$ cat src/crypto_pkg.sv
package crypto_pkg;

  ////////////////////////////////////////
  // Widths
  ////////////////////////////////////////

  typedef logic [63:0]  xlen_t;       // Operand and result word
  typedef logic [31:0]  word32_t;     // SHA-256 word
  typedef logic [4:0]   reg_addr_t;   // Architectural register index
  typedef logic [31:0]  instr_t;      // Raw instruction word
  typedef logic [3:0]   id_t;         // Issue tag
  typedef logic [127:0] prng_state_t; // Generator state

  ////////////////////////////////////////
  // Opcodes and sub-operations
  ////////////////////////////////////////

  typedef enum logic [3:0] {
    OP_BREV8  = 4'h1,
    OP_PACK   = 4'h2,
    OP_SHA256 = 4'h3,
    OP_PRNG   = 4'h4
  } opcode_t; // All other codes are illegal

  typedef enum logic [1:0] {
    PACK_PACK  = 2'b00,
    PACK_PACKW = 2'b01,
    PACK_PACKH = 2'b10,
    PACK_RSVD  = 2'b11  // Zero result
  } pack_op_t;

  typedef enum logic [1:0] {
    SHA_SUM0 = 2'd0,
    SHA_SUM1 = 2'd1,
    SHA_SIG0 = 2'd2,
    SHA_SIG1 = 2'd3
  } sha256_op_t;

  typedef enum logic [2:0] {
    PRNG_READ  = 3'b100,
    PRNG_SEED  = 3'b101,
    PRNG_STEP  = 3'b110,
    PRNG_CLEAR = 3'b111
  } prng_op_t;

  typedef enum logic [1:0] {
    ST_IDLE   = 2'd0,
    ST_WARMUP = 2'd1,
    ST_READY  = 2'd2
  } prng_fsm_t;

  ////////////////////////////////////////
  // Instruction fields and generator constants
  ////////////////////////////////////////

  localparam int unsigned PACK_SEL_HI_BIT = 13;
  localparam int unsigned PACK_SEL_LO_BIT = 3;
  localparam int unsigned SHA_OP_LSB      = 20;
  localparam int unsigned PRNG_OP_LSB     = 25;

  localparam int unsigned PRNG_WARMUP = 16;               // Steps after a seed
  localparam prng_state_t PRNG_TAPS   = {8'hE1, 120'b0};  // Feedback polynomial

  typedef logic [$clog2(PRNG_WARMUP)-1:0] warmup_cnt_t;   // Warm-up step count

endpackage
$ cat src/crypto_scalar_fu.sv
`timescale 1ns/10ps

module crypto_scalar_fu (
  input  logic                  clk_i,
  input  logic                  rst_ni,
  input  logic                  valid_i,
  input  crypto_pkg::opcode_t   opcode_i,
  input  crypto_pkg::instr_t    instr_i,
  input  crypto_pkg::xlen_t     rs1_i,
  input  crypto_pkg::xlen_t     rs2_i,
  input  crypto_pkg::reg_addr_t rd_i,
  input  crypto_pkg::id_t       id_i,
  output logic                  valid_o,
  output logic                  we_o,
  output crypto_pkg::xlen_t     result_o,
  output crypto_pkg::reg_addr_t rd_o,
  output crypto_pkg::id_t       id_o
);

  ////////////////////////////////////////
  // Decode
  ////////////////////////////////////////

  crypto_pkg::pack_op_t   pack_op;
  crypto_pkg::sha256_op_t sha_op;
  crypto_pkg::prng_op_t   prng_op;
  logic                   prng_issue;
  logic                   seed, step, clear;

  assign pack_op = crypto_pkg::pack_op_t'({instr_i[crypto_pkg::PACK_SEL_HI_BIT],
                                           instr_i[crypto_pkg::PACK_SEL_LO_BIT]});
  assign sha_op  = crypto_pkg::sha256_op_t'(instr_i[crypto_pkg::SHA_OP_LSB +: 2]);
  assign prng_op = crypto_pkg::prng_op_t'(instr_i[crypto_pkg::PRNG_OP_LSB +: 3]);

  assign prng_issue = valid_i && (opcode_i == crypto_pkg::OP_PRNG);
  assign seed       = prng_issue && (prng_op == crypto_pkg::PRNG_SEED);  // One-cycle strobes
  assign step       = prng_issue && (prng_op == crypto_pkg::PRNG_STEP);
  assign clear      = prng_issue && (prng_op == crypto_pkg::PRNG_CLEAR);

  ////////////////////////////////////////
  // Datapath units
  ////////////////////////////////////////

  crypto_pkg::xlen_t       bitmanip_res, sha256_res;
  crypto_pkg::prng_state_t prng_state;
  logic                    load, prng_clr, advance, warmup, ready, done;

  crypto_bitmanip bitmanip_i (
    .rs1_i      (rs1_i),
    .rs2_i      (rs2_i),
    .pack_op_i  (pack_op),
    .sel_pack_i (opcode_i == crypto_pkg::OP_PACK),
    .result_o   (bitmanip_res)
  );

  crypto_sha256 sha256_i (
    .rs1_i    (rs1_i),
    .op_i     (sha_op),
    .result_o (sha256_res)
  );

  prng_ctrl_fsm prng_ctrl_fsm_i (
    .clk_i     (clk_i),
    .rst_ni    (rst_ni),
    .seed_i    (seed),
    .step_i    (step),
    .clear_i   (clear),
    .done_i    (done),
    .load_o    (load),
    .clear_o   (prng_clr),
    .advance_o (advance),
    .warmup_o  (warmup),
    .ready_o   (ready)
  );

  prng_warmup_counter prng_warmup_counter_i (
    .clk_i   (clk_i),
    .rst_ni  (rst_ni),
    .start_i (load),
    .en_i    (warmup),
    .done_o  (done)
  );

  prng_lfsr prng_lfsr_i (
    .clk_i     (clk_i),
    .rst_ni    (rst_ni),
    .load_i    (load),
    .clear_i   (prng_clr),
    .advance_i (advance),
    .seed_i    ({rs1_i, rs2_i}), // rs1 forms the upper half
    .state_o   (prng_state)
  );

  ////////////////////////////////////////
  // Result select and output register
  ////////////////////////////////////////

  crypto_pkg::xlen_t result_d;
  logic              valid_d, we_d;

  always_comb begin
    valid_d  = valid_i;
    we_d     = valid_i;
    result_d = '0;
    case (opcode_i)
      crypto_pkg::OP_BREV8,
      crypto_pkg::OP_PACK:   result_d = bitmanip_res;
      crypto_pkg::OP_SHA256: result_d = sha256_res;
      crypto_pkg::OP_PRNG: begin
        we_d = valid_i && (prng_op == crypto_pkg::PRNG_READ); // Only read writes rd
        if (prng_op == crypto_pkg::PRNG_READ && ready) begin
          result_d = prng_state[63:0]; // State before this edge
        end
      end
      default: begin
        valid_d = 1'b0; // Illegal opcode
        we_d    = 1'b0;
      end
    endcase
  end

  always_ff @(posedge clk_i or negedge rst_ni) begin
    if (!rst_ni) begin
      valid_o  <= 1'b0;
      we_o     <= 1'b0;
      result_o <= '0;
      rd_o     <= '0;
      id_o     <= '0;
    end else begin
      valid_o  <= valid_d;
      we_o     <= we_d;
      result_o <= valid_d ? result_d : '0; // Idle cycles leave zeros
      rd_o     <= valid_d ? rd_i : '0;
      id_o     <= valid_d ? id_i : '0;
    end
  end

endmodule

$ cat src/prng_lfsr.sv
`timescale 1ns/10ps

module prng_lfsr (
  input  logic                    clk_i,
  input  logic                    rst_ni,
  input  logic                    load_i,
  input  logic                    clear_i,
  input  logic                    advance_i,
  input  crypto_pkg::prng_state_t seed_i,
  output crypto_pkg::prng_state_t state_o
);

  crypto_pkg::prng_state_t state_q;
  crypto_pkg::prng_state_t state_step;

  // Galois step, shift right and fold the dropped bit back in
  assign state_step = {1'b0, state_q[127:1]} ^
                      (state_q[0] ? crypto_pkg::PRNG_TAPS : '0);

  always_ff @(posedge clk_i or negedge rst_ni) begin
    if (!rst_ni) begin
      state_q <= '0;
    end else if (clear_i) begin
      state_q <= '0;
    end else if (load_i) begin
      state_q <= seed_i;
    end else if (advance_i) begin
      state_q <= state_step;
    end
  end

  assign state_o = state_q;

endmodule

$ cat src/prng_warmup_counter.sv
`timescale 1ns/10ps

module prng_warmup_counter (
  input  logic clk_i,
  input  logic rst_ni,
  input  logic start_i,
  input  logic en_i,
  output logic done_o
);

  crypto_pkg::warmup_cnt_t cnt_q;

  always_ff @(posedge clk_i or negedge rst_ni) begin
    if (!rst_ni) begin
      cnt_q <= '0;
    end else if (start_i) begin
      cnt_q <= '0; // New seed, count from zero
    end else if (en_i) begin
      cnt_q <= cnt_q + 1'b1;
    end
  end

  // High in the cycle whose edge takes the last warm-up step
  assign done_o = en_i && (cnt_q == crypto_pkg::warmup_cnt_t'(crypto_pkg::PRNG_WARMUP - 1));

endmodule

$ cat src/prng_ctrl_fsm.sv
`timescale 1ns/10ps

module prng_ctrl_fsm (
  input  logic clk_i,
  input  logic rst_ni,
  input  logic seed_i,
  input  logic step_i,
  input  logic clear_i,
  input  logic done_i,
  output logic load_o,
  output logic clear_o,
  output logic advance_o,
  output logic warmup_o,
  output logic ready_o
);

  crypto_pkg::prng_fsm_t state_q, state_d;

  always_comb begin
    state_d = state_q;
    if (clear_i) begin
      state_d = crypto_pkg::ST_IDLE; // Clear beats everything
    end else if (seed_i) begin
      state_d = crypto_pkg::ST_WARMUP; // Seed restarts warm-up from any state
    end else begin
      case (state_q)
        crypto_pkg::ST_WARMUP: begin
          if (done_i) begin
            state_d = crypto_pkg::ST_READY;
          end
        end
        crypto_pkg::ST_READY: state_d = crypto_pkg::ST_READY;
        default:              state_d = crypto_pkg::ST_IDLE;
      endcase
    end
  end

  always_ff @(posedge clk_i or negedge rst_ni) begin
    if (!rst_ni) begin
      state_q <= crypto_pkg::ST_IDLE;
    end else begin
      state_q <= state_d;
    end
  end

  assign warmup_o  = (state_q == crypto_pkg::ST_WARMUP);
  assign ready_o   = (state_q == crypto_pkg::ST_READY);
  assign load_o    = seed_i && !clear_i;
  assign clear_o   = clear_i;

  // Free-running during warm-up, on request once ready
  assign advance_o = warmup_o || (ready_o && step_i);

endmodule

$ cat src/crypto_sha256.sv
`timescale 1ns/10ps

module crypto_sha256 (
  input  crypto_pkg::xlen_t      rs1_i,
  input  crypto_pkg::sha256_op_t op_i,
  output crypto_pkg::xlen_t      result_o
);

  function automatic crypto_pkg::word32_t ror32(input crypto_pkg::word32_t x,
                                                input int unsigned n);
    return (x >> n) | (x << (32 - n));
  endfunction

  crypto_pkg::word32_t w;
  crypto_pkg::word32_t res;

  assign w = rs1_i[31:0]; // Only the low word is used

  always_comb begin
    case (op_i)
      crypto_pkg::SHA_SUM0: res = ror32(w, 2) ^ ror32(w, 13) ^ ror32(w, 22);
      crypto_pkg::SHA_SUM1: res = ror32(w, 6) ^ ror32(w, 11) ^ ror32(w, 25);
      crypto_pkg::SHA_SIG0: res = ror32(w, 7) ^ ror32(w, 18) ^ (w >> 3);
      default:              res = ror32(w, 17) ^ ror32(w, 19) ^ (w >> 10); // sig1
    endcase
  end

  assign result_o = {{32{res[31]}}, res}; // Sign-extend to 64 bits

endmodule

$ cat src/crypto_bitmanip.sv
`timescale 1ns/10ps

module crypto_bitmanip (
  input  crypto_pkg::xlen_t    rs1_i,
  input  crypto_pkg::xlen_t    rs2_i,
  input  crypto_pkg::pack_op_t pack_op_i,
  input  logic                 sel_pack_i,
  output crypto_pkg::xlen_t    result_o
);

  crypto_pkg::xlen_t brev8_res;
  crypto_pkg::xlen_t pack_res;

  // Bit reverse inside every byte, byte order kept
  always_comb begin
    for (int b = 0; b < 8; b++) begin
      for (int i = 0; i < 8; i++) begin
        brev8_res[8*b + i] = rs1_i[8*b + 7 - i];
      end
    end
  end

  always_comb begin
    case (pack_op_i)
      crypto_pkg::PACK_PACK: begin
        pack_res = {rs2_i[31:0], rs1_i[31:0]};
      end
      crypto_pkg::PACK_PACKW: begin
        pack_res = {{32{rs2_i[15]}}, rs2_i[15:0], rs1_i[15:0]}; // Sign from bit 31
      end
      crypto_pkg::PACK_PACKH: begin
        pack_res = {48'b0, rs2_i[7:0], rs1_i[7:0]};
      end
      default: begin
        pack_res = '0; // Reserved encoding
      end
    endcase
  end

  assign result_o = sel_pack_i ? pack_res : brev8_res;

endmodule

$ cat config.mk
export PLATFORM = sky130hd
export DESIGN_NAME = crypto_scalar_fu
export DESIGN_NICKNAME = d
export VERILOG_FILES = /design/src/crypto_pkg.sv /design/src/crypto_scalar_fu.sv /design/src/prng_lfsr.sv /design/src/prng_warmup_counter.sv /design/src/prng_ctrl_fsm.sv /design/src/crypto_sha256.sv /design/src/crypto_bitmanip.sv
export SDC_FILE = /design/constraint.sdc
export NUM_CORES = 1
export LEC_CHECK = 0
export ABC_CLOCK_PERIOD_IN_PS = 1900
export CAP_MARGIN = 20
export CORE_UTILIZATION = 55
export DETAILED_ROUTE_END_ITERATION = 10
export DONT_BUFFER_PORTS = 1
export GPL_TIMING_DRIVEN = 0
export PLACE_DENSITY_LB_ADDON = 0.05
export SETUP_SLACK_MARGIN = 0.3
export SYNTH_ARGS = -nofsm -noshare
export SYNTH_HDL_FRONTEND = slang
export SYNTH_SLANG_ARGS = --single-unit
export TNS_END_PERCENT = 50
$ cat constraint.sdc
create_clock -name clk_i -period 1.9 [get_ports clk_i]
set_input_delay 0.285 -clock clk_i [delete_from_list [all_inputs] [get_ports clk_i]]
set_output_delay 0.285 -clock clk_i [all_outputs]
set_load 0.05 [all_outputs]
# ---- After elaboration in Yosys (flattened, before gate mapping)
# Index checks and enable logic that the tools add are counted.
dict set report op_classes {
  n_addsub 1
  eq_ne 16
  muxes 20
  n_bitwise 19
  n_reduce_logical 18
}
# operator count
set ops {}
lappend ops {{$mux 128} 4}
lappend ops {{$pmux 64 s3} 2}
lappend ops {{$mux 64} 3}
lappend ops {{$xor 32x32->32} 6}
lappend ops {{$xor 127x128->128} 1}
lappend ops {{$pmux 32 s3} 1}
lappend ops {{$or 10x32->32} 1}
lappend ops {{$or 13x32->32} 1}
lappend ops {{$or 14x32->32} 1}
lappend ops {{$or 15x32->32} 1}
lappend ops {{$or 19x32->32} 1}
lappend ops {{$or 21x32->32} 1}
lappend ops {{$or 25x32->32} 1}
lappend ops {{$or 26x32->32} 1}
lappend ops {{$or 30x32->32} 1}
lappend ops {{$or 7x32->32} 1}
lappend ops {{$xor 32x22->32} 1}
lappend ops {{$xor 32x29->32} 1}
lappend ops {{$eq 3x3->1 const B} 4}
lappend ops {{$mux 4} 3}
lappend ops {{$logic_and 1x1->1} 9}
lappend ops {{$eq 4x2->1 const B} 2}
lappend ops {{$eq 2x1->1 const B} 3}
lappend ops {{$eq 2x2->1 const B} 3}
lappend ops {{18 further kinds} 21}
dict set report word_totals {
  register_bits 209
  input_bits 176
  out_inout_bits 75
  elab_cells 82
}

# ---- Longest topological paths before layout
dict set report logic_depth {
  ltp_word 8
  ltp_mapped 8
  depth_no_buf 6
}

# ---- Cells and area by module
# A second synthesis with hierarchy kept.
dict set report hier_totals {
  cells_unflattened 1682
  area_unflattened_um2 17680.7
}
# mod instances cells_each area_each_um2 seq_area_each_um2
set modules_own_cells {}
lappend modules_own_cells {prng_lfsr 1 571 7328.3 3203.1}
lappend modules_own_cells {crypto_scalar_fu 1 487 4644.5 1876.8}
lappend modules_own_cells {crypto_sha256 1 363 3767.4 0.0}
lappend modules_own_cells {crypto_bitmanip 1 228 1566.5 0.0}
lappend modules_own_cells {prng_warmup_counter 1 18 227.7 100.1}
lappend modules_own_cells {prng_ctrl_fsm 1 15 146.4 50.0}

# ---- Worst setup path before layout
# No wires, ideal clock.
dict set report synth_path {
  kind {input-to-reg}
  startpoint {input opcode_i[2]}
  endpoint {register result_o[7]}
  setup_ps 138
  arrival_time_ps 1816
  required_ps 1762
  slack_ps -54
  cell_stages 6
  path_buffers 2
  path_cell_list {buf_6 -> nor4b_2 -> buf_2 -> mux2_2 -> a22oi_1 -> o22ai_1}
}
dict set report synth_via {
  elab_chain_cells 4
  elab_cells_between_ends 10
  classes_between {eq/ne: 4; mux: 4; reduce/logical: 2}
}
# item line_no
set synth_rtl {}
lappend synth_rtl {{from (decl)} crypto_scalar_fu.sv:7} ;# input crypto_pkg::opcode_t opcode_i,
lappend synth_rtl {{$eq 4x2->1 (tied with other cells)} {crypto_scalar_fu.sv:52, crypto_scalar_fu.sv:105}}
lappend synth_rtl {{$mux 64 (tied with other cells)} crypto_bitmanip.sv:40} ;# assign result_o = sel_pack_i ? pack_res : brev8_res;
lappend synth_rtl {{$pmux 64 s3 or $mux 1 (tied branches)} crypto_scalar_fu.sv:105} ;# case (opcode_i)
lappend synth_rtl {{$mux 64 *} crypto_scalar_fu.sv:132} ;# result_o <= valid_d ? result_d : '0;
lappend synth_rtl {{to (signal assigned)} crypto_scalar_fu.sv:132}
lappend synth_rtl {{to (decl)} crypto_scalar_fu.sv:15} ;# output crypto_pkg::xlen_t result_o,
# Mark *: on every way between the ends. The rest lies on a longest branch, timed or not.
# A chain may end at the register's enable or synchronous reset.

# ---- Final worst setup path
dict set report layout_path {
  startpoint {register prng_ctrl_fsm_i.state_q[0]}
  endpoint {register result_o[42]}
}
dict set report layout_via {
  elab_chain_cells 5
}
# item line_no
set layout_rtl {}
lappend layout_rtl {{from (decl)} prng_ctrl_fsm.sv:17} ;# crypto_pkg::prng_fsm_t state_q, state_d;
lappend layout_rtl {{from (signal assigned)} prng_ctrl_fsm.sv:40} ;# state_q <= crypto_pkg::ST_IDLE;
lappend layout_rtl {{from (signal assigned)} prng_ctrl_fsm.sv:42} ;# state_q <= state_d;
lappend layout_rtl {{$eq 2x2->1} prng_ctrl_fsm.sv:47} ;# assign ready_o = (state_q == crypto_pkg::ST_READY);
lappend layout_rtl {{$logic_and 1x1->1} crypto_scalar_fu.sv:111} ;# if (prng_op == crypto_pkg::PRNG_READ && ready) begin
lappend layout_rtl {{$mux 64} crypto_scalar_fu.sv:111}
lappend layout_rtl {{$pmux 64 s3} crypto_scalar_fu.sv:105}
lappend layout_rtl {{$mux 64} crypto_scalar_fu.sv:132}
# No other way between the ends.

==> flow_summary.ini <==
[critical_path]
regToRegSetupSlack_ps = -60
cp-start-kind = flip-flop
critPathKind = flip-flop to flip-flop
reg2reg_depth = 9
worstPathRequired_ps = 2290
cp.arrival_ps = 2350
crit_path_end_kind = flip-flop
cp_max_fo = 10

[global_routing]
gr-usage-all-layers_pct = 39.54
grt_pass1_wl_microns = 72970
met2_usage_pct = 58.86
met3_usage_pct = 11.09
grt_pass1_vias = 11810
busiest_layer = met2
grt-ovfl-total = 0
grt_util_met1_pct = 53.26
grt_max_degree = 210
antenna_found_initial = 2

[drt]
wl_per_cell_microns = 29.07
drt_iter0_markers = 1411
drc = 0
drt_wl_total_microns = 50650
vias = 11980
first_pass_iters = 6
ant_nets = 0
vias_per_cell = 6.879

[worst_hold_path]
min_path_type = primary input to async pin

[logic_synthesis]
ys_async_sr_fraction_pct = 100.0
synthSimpleGateAreaFrac_pct = 5.905
synthAdderAreaFrac_pct = 0.2807
synth_edf_count = 0
synth.most_common_cell = dfrtp_1
ys_types = 50
synth_seq_cells = 209
synthTopCellsByArea = dfrtp_1, mux2i_1, xnor2_1
synth_compound_area_share_pct = 22.91
synth_xor_area_share_pct = 13.33
yosysSeqAreaShare_pct = 39.12
synth_nets = 1438
synthFlopType = dfrtp_1
synth.mux.area_fraction_pct = 13.11
synth_top_area_share_pct = 39.12
synth_warnings = 0
synth_top_cells_by_count = dfrtp_1, mux2i_1, xnor2_1
synthCells = 1259
syn-mean-instance-area_sq_um = 10.62
synth_top_family_by_area = compound AO/OA/AOI/OAI gates
syn_area_sq_um = 13370
yosysTopAreaCell = dfrtp_1

[finish]
synthToLayoutAreaGrowth_pct = 33.02
drive_above_1_share_pct = 23.57
regArea_sq_um = 5230
fin_nets = 1584
finish.instance_area_sq_um = 17790
multi_input_area_sq_um = 8934
fillers = 1598
final_util_pct = 75.10

[die]
coreArea_sq_um = 23680
dieArea_sq_um = 24940
ioPinCount = 251
start_util_pct = 56.46
die_h_microns = 157.9
row_count = 56
chipWidth_microns = 157.9

[clocking]
cts_buffer_depth = 3
cts_tree = yes
cts.clk_slew.worst_paths_ps = 70
htree_levels = 1
cts_hold_repair.buffers = 98
clock-sinks = 209
insertion_delay_ps = 540
cts-root-buf = clkbuf_16
cts_buffers = 23

[sta]
setup_viol = 54
rsz0062_at_grt = true
period_needed_ps = 1958
post-route-period-util_pct = 103.0
worstMarginPinSlew_ps = 1129
slew_headroom_pct = 24.75
final-hold-violation-count = 209
layout_setup_ws_ps = -57.51
drv_slew = 0
hold_ws_ps = -542.2
skew_ps = 16.99
fmax_mhz = 510.9
setup_tns_ps = -801.6

[pwr]
p_total_mw = 10.80
power.density_nw_per_um2 = 607.3
ir_drop_mv = 0.5603
leakagePower_nw = 6.480

[place]
hpwl_microns = 32600
place_area_sq_um = 14220
gp_congestion = 0.9837
port_buffers = 0

[run_status]
status = finished with violations
violations = hold timing, setup timing

[flow_run]
cap_violations = 0
path summary, 6_finish.rpt:
kind                                                         from                              endpoint
max                        prng_ctrl_fsm_i.state_q[0]$_DFFE_PN0P_                result_o[42]$_DFF_PN0_
min                                                        rst_ni                 result_o[2]$_DFF_PN0_
max reg2reg                prng_ctrl_fsm_i.state_q[0]$_DFFE_PN0P_                result_o[42]$_DFF_PN0_
min reg2reg                   prng_lfsr_i.state_o[98]$_DFFE_PN0P_   prng_lfsr_i.state_o[98]$_DFFE_PN0P_
max in group asynchronous                                  rst_ni   prng_lfsr_i.state_o[90]$_DFFE_PN0P_
min in group clk_i                                      rs1_i[60]  prng_lfsr_i.state_o[124]$_DFFE_PN0P_
metrics by stage:
step,worst slack (ps),std cells
2_1_floorplan,21.97,1259
3_3_place_gp,-783.9,1578
3_5_place_dp,-784.5,1578
4_1_cts,-16.78,1734
5_1_grt,-135.9,1741
6_report,-57.51,1742
cells in the final DEF (no fill, tap or decap), drive strengths merged, types with 9 or more instances in the layout:
cell	instances
xnor3	10
a22oi	9
nor3	17
dfrtp	209
o2bb2ai	128
buf	89
mux2i	165
o21ai	32
inv	13
and3	9
o221ai	9
a32oi	42
nor2b	14
o21bai	33
a211o	32
a222oi	29
nand2	33
dlygate4sd3	98
nor2	19
clkbuf	111
xor2	17
xnor2	158
nand2b	36
mux2	9
clkinv	10
o22ai	31
a221oi	17
flip-flops by register name, indices dropped and copies added (netlist names):
| name | flops |
|---|---|
| prng_ctrl_fsm_i.state_q | 2 |
| valid_o | 1 |
| id_o | 4 |
| prng_lfsr_i.state_o | 128 |
| we_o | 1 |
| rd_o | 5 |
| result_o | 64 |
| prng_warmup_counter_i.cnt_q | 4 |
layout make-up:
class	instances	area share (%)
Inverter	13	0.2744
Tap cell	319	2.244
Clock inverter	14	0.4713
Buffer	152	6.198
Multi-Input combinational cell	885	50.23
Sequential cell	209	29.41
Antenna cell	2	0.02814
Timing Repair Buffer	121	7.717
Clock buffer	27	3.433
report_power, final:
group / switching [mW] / internal [mW] / leakage, nW
Sequential: 0.161 / 4.51 / 2.89
Combinational: 1.05 / 0.849 / 3.25
Clock: 1.93 / 2.30 / 0.340
routing by layer:
layer	vias up	wire length, microns
met2	832	21870
met3	214	5931
li1	5031	-
met1	5906	20100
met5	-	0
met4	0	2742
worst max-delay path, stage by stage (launching register included):
cell,delay [ps]
dfrtp_1,380
inv_1,60
ha_1,220
and4b_2,260
buf_12,140
buf_6,140
buf_4,150
clkbuf_8,170
a32oi_1,180
o21bai_1,120
kinds of logic (layout without fill, tap and decap cells):
| group | Yosys count | count (layout) |
|---|---|---|
| buf+inv | 165 | 327 |
| other cells | 0 | 2 |
| flops | 209 | 209 |
| mux | 174 | 174 |
| compound gates | 377 | 377 |
| xor+xnor | 186 | 186 |
| simple gates | 145 | 145 |
| fa+ha+maj | 3 | 3 |
repair_timing:
| action | 4_1_cts | 5_1_grt |
|---|---|---|
| gates cloned | 4 | 6 |
| hold endpoints to repair | 306 | 209 |
| pin swaps | 78 | 36 |
| setup endpoints to repair | 193 | 192 |
| setup buffers | 13 | 0 |
| gates resized for setup | 222 | 41 |
No activity file was read; power rests on OpenSTA's default activity.
